`src/common/bus_pkg.sv`:
```
`default_nettype none

package bus_pkg;

  localparam int ADDR_W = 32;
  localparam int DATA_W = 32;
  localparam int STRB_W = DATA_W / 8;

  typedef logic [ADDR_W-1:0] addr_t;  // Byte address
  typedef logic [DATA_W-1:0] data_t;
  typedef logic [STRB_W-1:0] strb_t;  // One enable per byte lane

  // Core side, request/grant/valid
  typedef struct packed {
    logic  req;
    logic  we;
    strb_t strb;
    addr_t addr;
    data_t wdata;
  } core_req_t;

  typedef struct packed {
    logic  gnt;
    logic  rvalid;   // One cycle per accepted request
    logic  err;      // Only meaningful with rvalid
    data_t rdata;
  } core_rsp_t;

  // Classic Wishbone side
  typedef struct packed {
    logic  cyc;
    logic  stb;
    logic  we;
    strb_t strb;
    addr_t addr;
    data_t wdata;
  } wb_req_t;

  typedef struct packed {
    logic  ack;
    data_t rdata;
  } wb_rsp_t;

endpackage

`default_nettype wire

```
`src/common/ctrl_pkg.sv`:
```
`default_nettype none

package ctrl_pkg;

  localparam int TMO_CNT_W = 8;

  // Per-port bridge sequence
  typedef enum logic [1:0] {
    ST_IDLE,  // Grant offered
    ST_BUS,   // Bus cycle open
    ST_RESP   // Response presented to the core
  } bridge_state_e;

  typedef logic [TMO_CNT_W-1:0] tmo_cnt_t;  // Covers limits up to 255

endpackage

`default_nettype wire

```
`src/hw/bridge/bridge_fsm.sv`:
```
`timescale 1ns/1ns
`default_nettype none

module bridge_fsm (
  input  logic clk_core,
  input  logic rst_n_i,
  input  logic req_i,
  input  logic ack_i,
  input  logic expired_i,
  output logic gnt_o,
  output logic bus_active_o,
  output logic load_o,
  output logic err_o,
  output logic resp_o
);

  import ctrl_pkg::*;

  bridge_state_e state_q;
  bridge_state_e state_d;

  always_ff @(posedge clk_core) begin
    if (!rst_n_i) begin
      state_q <= ST_IDLE;
    end else begin
      state_q <= state_d;
    end
  end

  // Ack takes priority when it lands on the expiry edge
  always_comb begin
    state_d = state_q;
    load_o  = 1'b0;
    err_o   = 1'b0;
    case (state_q)
      ST_IDLE: begin
        if (req_i) begin
          state_d = ST_BUS;  // Accept edge
        end
      end
      ST_BUS: begin
        if (ack_i) begin
          load_o  = 1'b1;
          state_d = ST_RESP;
        end else if (expired_i) begin
          load_o  = 1'b1;
          err_o   = 1'b1;    // Silent slave
          state_d = ST_RESP;
        end
      end
      ST_RESP: begin
        state_d = ST_IDLE;
      end
      default: begin
        state_d = ST_IDLE;
      end
    endcase
  end

  assign gnt_o        = (state_q == ST_IDLE);
  assign bus_active_o = (state_q == ST_BUS);   // Drives cyc and stb
  assign resp_o       = (state_q == ST_RESP);

endmodule

`default_nettype wire

```
`src/hw/bridge/ack_timer.sv`:
```
`timescale 1ns/1ns
`default_nettype none

module ack_timer #(
  parameter int unsigned TIMEOUT_CYCLES = 16
) (
  input  logic clk_core,
  input  logic rst_n_i,
  input  logic run_i,
  output logic expired_o
);

  import ctrl_pkg::*;

  localparam tmo_cnt_t LIMIT = tmo_cnt_t'(TIMEOUT_CYCLES);

  tmo_cnt_t cnt_q;
  tmo_cnt_t cnt_next;

  assign cnt_next = cnt_q + tmo_cnt_t'(1);

  // Counts edges with the bus cycle open
  always_ff @(posedge clk_core) begin
    if (!rst_n_i) begin
      cnt_q <= '0;
    end else if (!run_i) begin
      cnt_q <= '0;             // Restart for every bus cycle
    end else if (cnt_q != LIMIT) begin
      cnt_q <= cnt_next;
    end
  end

  // High in the cycle whose closing edge brings the count to the limit
  assign expired_o = run_i && (cnt_next == LIMIT);

endmodule

`default_nettype wire

```
`src/hw/bridge/rsp_register.sv`:
```
`timescale 1ns/1ns
`default_nettype none

module rsp_register (
  input  logic           clk_core,
  input  logic           rst_n_i,
  input  logic           load_i,
  input  logic           err_i,
  input  logic           resp_i,
  input  bus_pkg::data_t rdata_i,
  output logic           rvalid_o,
  output logic           err_o,
  output bus_pkg::data_t rdata_o
);

  import bus_pkg::*;

  data_t rdata_q;
  logic  err_q;

  // Read data path, loaded once per transfer
  always_ff @(posedge clk_core) begin
    if (load_i) begin
      if (err_i) begin
        rdata_q <= '0;     // No data on a timeout
      end else begin
        rdata_q <= rdata_i;
      end
    end
  end

  always_ff @(posedge clk_core) begin
    if (!rst_n_i) begin
      err_q <= 1'b0;
    end else if (load_i) begin
      err_q <= err_i;
    end
  end

  // Response lasts as long as the FSM sits in its response state
  assign rvalid_o = resp_i;
  assign err_o    = resp_i & err_q;
  assign rdata_o  = rdata_q;

endmodule

`default_nettype wire

```
`src/hw/bridge/bus_bridge.sv`:
```
`timescale 1ns/1ns
`default_nettype none

module bus_bridge #(
  parameter int unsigned TIMEOUT_CYCLES = 16
) (
  input  logic               clk_core,
  input  logic               rst_n_i,
  input  bus_pkg::core_req_t core_req_i,
  input  bus_pkg::wb_rsp_t   wb_rsp_i,
  output bus_pkg::core_rsp_t core_rsp_o,
  output bus_pkg::wb_req_t   wb_req_o
);

  import bus_pkg::*;

  logic  gnt;
  logic  bus_active;
  logic  load;
  logic  load_err;
  logic  resp;
  logic  expired;
  logic  accept;

  logic  we_q;
  strb_t strb_q;
  addr_t addr_q;
  data_t wdata_q;

  logic  rvalid;
  logic  rsp_err;
  data_t rsp_rdata;

  assign accept = core_req_i.req & gnt;

  // Accepted request, held for the whole bus cycle
  always_ff @(posedge clk_core) begin
    if (accept) begin
      we_q    <= core_req_i.we;
      strb_q  <= core_req_i.strb;
      addr_q  <= core_req_i.addr;
      wdata_q <= core_req_i.wdata;
    end
  end

  bridge_fsm u_fsm (
    .clk_core     (clk_core),
    .rst_n_i      (rst_n_i),
    .req_i        (core_req_i.req),
    .ack_i        (wb_rsp_i.ack),
    .expired_i    (expired),
    .gnt_o        (gnt),
    .bus_active_o (bus_active),
    .load_o       (load),
    .err_o        (load_err),
    .resp_o       (resp)
  );

  ack_timer #(
    .TIMEOUT_CYCLES (TIMEOUT_CYCLES)
  ) u_timer (
    .clk_core  (clk_core),
    .rst_n_i   (rst_n_i),
    .run_i     (bus_active),
    .expired_o (expired)
  );

  rsp_register u_rsp (
    .clk_core (clk_core),
    .rst_n_i  (rst_n_i),
    .load_i   (load),
    .err_i    (load_err),
    .resp_i   (resp),
    .rdata_i  (wb_rsp_i.rdata),
    .rvalid_o (rvalid),
    .err_o    (rsp_err),
    .rdata_o  (rsp_rdata)
  );

  assign wb_req_o.cyc   = bus_active;
  assign wb_req_o.stb   = bus_active;  // Single beat, strobe follows cycle
  assign wb_req_o.we    = we_q;
  assign wb_req_o.strb  = strb_q;
  assign wb_req_o.addr  = addr_q;
  assign wb_req_o.wdata = wdata_q;

  assign core_rsp_o.gnt    = gnt;
  assign core_rsp_o.rvalid = rvalid;
  assign core_rsp_o.err    = rsp_err;
  assign core_rsp_o.rdata  = rsp_rdata;

endmodule

`default_nettype wire

```
`src/hw/core_bus_top.sv`:
```
`timescale 1ns/1ns
`default_nettype none

module core_bus_top #(
  parameter int unsigned TIMEOUT_CYCLES = 16  // Legal range 2 to 255
) (
  input  logic               clk_core,
  input  logic               rst_n_i,

  // Instruction port
  input  bus_pkg::core_req_t instr_req_i,
  output bus_pkg::core_rsp_t instr_rsp_o,
  output bus_pkg::wb_req_t   instr_wb_req_o,
  input  bus_pkg::wb_rsp_t   instr_wb_rsp_i,

  // Data port
  input  bus_pkg::core_req_t data_req_i,
  output bus_pkg::core_rsp_t data_rsp_o,
  output bus_pkg::wb_req_t   data_wb_req_o,
  input  bus_pkg::wb_rsp_t   data_wb_rsp_i
);

  // Fetch side
  bus_bridge #(
    .TIMEOUT_CYCLES (TIMEOUT_CYCLES)
  ) u_instr_bridge (
    .clk_core   (clk_core),
    .rst_n_i    (rst_n_i),
    .core_req_i (instr_req_i),
    .wb_rsp_i   (instr_wb_rsp_i),
    .core_rsp_o (instr_rsp_o),
    .wb_req_o   (instr_wb_req_o)
  );

  // Load/store side, fully independent of fetch
  bus_bridge #(
    .TIMEOUT_CYCLES (TIMEOUT_CYCLES)
  ) u_data_bridge (
    .clk_core   (clk_core),
    .rst_n_i    (rst_n_i),
    .core_req_i (data_req_i),
    .wb_rsp_i   (data_wb_rsp_i),
    .core_rsp_o (data_rsp_o),
    .wb_req_o   (data_wb_req_o)
  );

endmodule

`default_nettype wire

```
`config.mk`:
```
export PLATFORM = sky130hd
export DESIGN_NAME = core_bus_top
export DESIGN_NICKNAME = d
export VERILOG_FILES = /design/src/common/bus_pkg.sv /design/src/common/ctrl_pkg.sv /design/src/hw/bridge/bridge_fsm.sv /design/src/hw/bridge/ack_timer.sv /design/src/hw/bridge/rsp_register.sv /design/src/hw/bridge/bus_bridge.sv /design/src/hw/core_bus_top.sv
export SDC_FILE = /design/constraint.sdc
export NUM_CORES = 1
export LEC_CHECK = 0
export BUFFER_PORTS_ARGS = -buffer_cell sky130_fd_sc_hd__buf_4
export CELL_PAD_IN_SITES_DETAIL_PLACEMENT = 0
export CELL_PAD_IN_SITES_GLOBAL_PLACEMENT = 1
export CORE_AREA = 2 2 162 164
export DETAILED_ROUTE_END_ITERATION = 8
export DIE_AREA = 0 0 164 166
export PLACE_DENSITY_LB_ADDON = 0.1
export SYNTH_ARGS = -nofsm -noshare
export SYNTH_HDL_FRONTEND = slang
export SYNTH_HIERARCHICAL = 1
export SYNTH_SLANG_ARGS = --single-unit
```
`constraint.sdc`:
```
create_clock -name clk_core -period 3.7 [get_ports clk_core]
set_clock_uncertainty 0.2 [all_clocks]
set_input_delay 0.74 -clock clk_core [delete_from_list [all_inputs] [get_ports clk_core]]
set_output_delay 0.74 -clock clk_core [all_outputs]
set_load 0.01 [all_outputs]
```
==> flow_metrics.env <==
export IMPL_power_switching_mw=1.250
export IMPL_cp_max_fo=33
export IMPL_status="finished, final reports clean"
export IMPL_dp_hpwl_um=20930
export IMPL_drive_gt1_share_pct=54.76
export IMPL_muxShareOfSynthArea_pct=0.2551
export IMPL_io_pins=420
export IMPL_cts_tree="done"
export IMPL_synth_seq_area_share_pct=82.91
export IMPL_rsz0062_at_grt="no"
export IMPL_start_kind="register"
export IMPL_cts_sinks=224
export IMPL_internal_power_mw=4.570
export IMPL_synth_area_per_cell_um2=18.42
export IMPL_synth_top_family_by_area="simple AND/OR/NAND/NOR gates"
export IMPL_routedWlPerCell_um=21.83
export IMPL_setup_viol=0
export IMPL_grt_max_degree=70
export IMPL_finalCritPeriodShare_pct=65.69
export IMPL_grt_total_usage_pct=18.64
export IMPL_syn_cell_area_mm2=0.007848
export IMPL_htree_levels=1
export IMPL_first_pass_iters=4
export IMPL_synth_flop_cell="edfxtp_1"
export IMPL_clk_latency_ps=510
export IMPL_worstRegToRegCells=8
export IMPL_fin_util_pct=47.15
export IMPL_slew_violations=0
export IMPL_wl_um=26440
export IMPL_multi_input_area_mm2=0.001167
export IMPL_ir_worst_vdd_mv=0.2541
export IMPL_cts_hold_buffers=0
export IMPL_fillers=2324
export IMPL_r2r_end="u_instr_bridge/u_rsp/err_q"
export IMPL_p_per_area_mw_per_mm2=481.9
export IMPL_regToRegStartpoint="u_instr_bridge/u_timer/cnt_q[2]"
export IMPL_initial_core_util_pct=30.64
export IMPL_dp_cells=1161
export IMPL_syn_nets=638
export IMPL_coreArea_mm2=0.02562
export IMPL_hold_end="u_instr_bridge/wdata_q[4]"
export IMPL_synth_edf_count=202
export IMPL_reg2reg_slack_ps=1270
export IMPL_ys_ff_latch=224
export IMPL_setup_tns_final_ps=0
export IMPL_yosys_warnings=6
export IMPL_die_area_mm2=0.02722
export IMPL_ant_nets=0
export IMPL_hp_class="in -> reg"
export IMPL_synth_fa_ha_area_share_pct=0.6378
export IMPL_die_w_um=164
export IMPL_period_minus_slack_ps=2430
export IMPL_cp_arrival_ps=2640
export IMPL_clockBufferDepth=3
export IMPL_vias_per_cell=4.315
export IMPL_worstPathRequired_ps=3910
export IMPL_max_clock_freq_mhz=411.4
export IMPL_crit_type="reg -> reg"
export IMPL_grt_pass1_wl_um=36180
export IMPL_stdcell_count=1211
export IMPL_cap_violations=0
export IMPL_async_flop_share_pct=0
export IMPL_worstMarginPinSlew_ps=932.5
export IMPL_cts_clk_slew_worst_paths_ps=60
export IMPL_slew_headroom_pct=37.83
export IMPL_syn2layout_area_growth_pct=53.92
export IMPL_grt_pass1_vias=5452
export IMPL_register_area_mm2=0.006506
export IMPL_cts_buffers=25
export IMPL_cts_setup_buffers=0
export IMPL_hold_viol_final=0
export IMPL_power_leakage_nw=4.874
export IMPL_sw_frac_of_total_pct=21.48
export IMPL_clkPwrFrac_pct=39.3
export IMPL_holdPathStages=1
export IMPL_die_h_um=166
export IMPL_synth_cell_types=30
export IMPL_end_kind="register"
export IMPL_synth_compound_area_share_pct=2.073
export IMPL_overflow=0
export IMPL_drc_errors=0
export IMPL_nets=1065
export IMPL_combPwrFrac_pct=9.8
export IMPL_root_buffer="clkbuf_16"
export IMPL_synth_simple_area_share_pct=11.00
export IMPL_seq_power_share_pct=50.9
export IMPL_drtIter0Drc=348
export IMPL_gp_congestion=0.8211
export IMPL_hp_start="instr_req_i[4]"
export IMPL_num_vias=5225
export IMPL_synth_xor_area_share_pct=0.6696
export IMPL_antenna_found_initial=7
export IMPL_syn_instance_count=426
export IMPL_fp_row_count=59
export IMPL_cts_repair_resized=0
export IMPL_numPortBuffers=419
==> layout by cell type, fill, tap and decap left out, types with 2 or more instances in the layout <==
cell,n
nand4_1,4
and2_1,2
clkbuf_1,9
clkbuf_16,25
or3_1,8
a21oi_2,6
nand3_4,2
dfxtp_1,22
nor3_1,6
inv_1,6
clkinvlp_4,3
nor2_1,6
o21ai_0,6
or3b_1,4
xor2_1,4
nor3b_1,2
nand3b_1,2
nor3b_2,2
ha_1,4
clkinv_2,2
diode_2,5
nor2_2,6
mux2i_1,2
clkinv_1,3
xnor2_1,2
nand2b_1,6
edfxtp_1,202
nand4bb_1,2
a21oi_1,8
buf_4,423
o21ai_1,2
nor2b_1,68
nand3_1,6
nand2_1,6
and4bb_1,2
a21o_4,2
==> Yosys cell counts, drive strengths merged, types with 8 or more instances <==
library cell  instances  share of area, %
nor2                 12              0.70
nor2b                68               5.4
edfxtp              202                77
o21ai                 8              0.51
dfxtp                22               5.6
buf                  24               2.2
a21oi                14               1.2
or3                   8              0.64
nand3                 8              0.83
==> critical path, stage by stage (launching register included) <==
cell and delay, ps:
dfxtp_1 480, nand3_4 150, or3b_1 370, a21oi_1 240, nor2_1 110, nor2_2 90, buf_4 420, mux2i_1 230
nor2b_1 60
==> registers in the layout, summed over array words and instances, names as in the netlist <==
name,count
u_data_bridge/addr_q,32
u_data_bridge/strb_q,4
u_data_bridge/u_fsm/state_q,2
u_data_bridge/u_rsp/err_q,1
u_data_bridge/u_rsp/rdata_o,32
u_data_bridge/u_timer/cnt_q,8
u_data_bridge/wdata_q,32
u_data_bridge/we_q,1
u_instr_bridge/addr_q,32
u_instr_bridge/strb_q,4
u_instr_bridge/u_fsm/state_q,2
u_instr_bridge/u_rsp/err_q,1
u_instr_bridge/u_rsp/rdata_o,32
u_instr_bridge/u_timer/cnt_q,8
u_instr_bridge/wdata_q,32
u_instr_bridge/we_q,1
==> power by group through the flow <==
stage          Sequential (mW)  Clock [mW]  Combinational [mW]
2_1_floorplan             3.08           0               0.102
5_1_grt                   2.97        2.47               0.608
3_3_place_gp              3.01           0               0.570
3_5_place_dp              3.01           0               0.579
4_1_cts                   2.96        2.36               0.581
6_report                  2.96        2.29               0.570
==> per-stage QoR <==
stage	total power, mW	area (um^2)	hold slack [ps]	setup slack (ps)
finish	5.820	12080	199.5	1270
global route	6.049	12070	177.8	1033
CTS	5.904	12070	179.2	1262
detailed placement	3.594	11310	298.8	1263
global placement	3.581	11310	290.8	1361
floorplan	3.181	7848	273.7	470.8
==> layout make-up <==
class	instances	area share, %
well taps	335	3.470
flip-flops and latches	224	53.86
multi-input cells	172	9.664
clock inverters	10	0.6837
diodes	5	0.1036
repair buffers	424	26.46
inverters	6	0.1865
clock buffers	35	5.573
==> per-layer routing <==
layer / share of wire [%] / up-vias / global-route usage (%)
met3: 9.7 / 39 / 5.095
met1: 36 / 2520 / 21.61
met2: 52 / 244 / 33.07
met5: 0.10 / - / 0
li1: - / 2418 / -
met4: 2.6 / 4 / 6.178
==> kinds of logic (layout without fill, tap and decap cells) <==
kind of cell / count (synthesis) / in the layout
other: 0 / 5
buffers and inverters: 30 / 475
muxes: 2 / 2
adders and majority gates: 4 / 4
and+or+nand+nor: 136 / 136
DFF: 224 / 224
xor gates and xnor gates: 6 / 6
AOI/OAI and AO/OA: 24 / 24
==> worst max-delay path by stage <==
stage / start / to / slack, ps / cells past startpoint
CTS: u_instr_bridge/u_timer/cnt_q[2] / u_instr_bridge/u_rsp/err_q / 1260 / 8
global placement: u_instr_bridge/u_timer/cnt_q[2] / u_instr_bridge/u_rsp/err_q / 1360 / 8
detailed placement: u_instr_bridge/u_timer/cnt_q[2] / u_instr_bridge/u_rsp/err_q / 1260 / 8
finish: u_instr_bridge/u_timer/cnt_q[2] / u_instr_bridge/u_rsp/err_q / 1270 / 8
global route: u_instr_bridge/u_timer/cnt_q[5] / u_instr_bridge/u_rsp/err_q / 1030 / 8
floorplan: u_data_bridge/u_timer/cnt_q[2] / u_data_bridge/u_rsp/err_q / 470 / 7
Power figures use the tool's default switching activity.
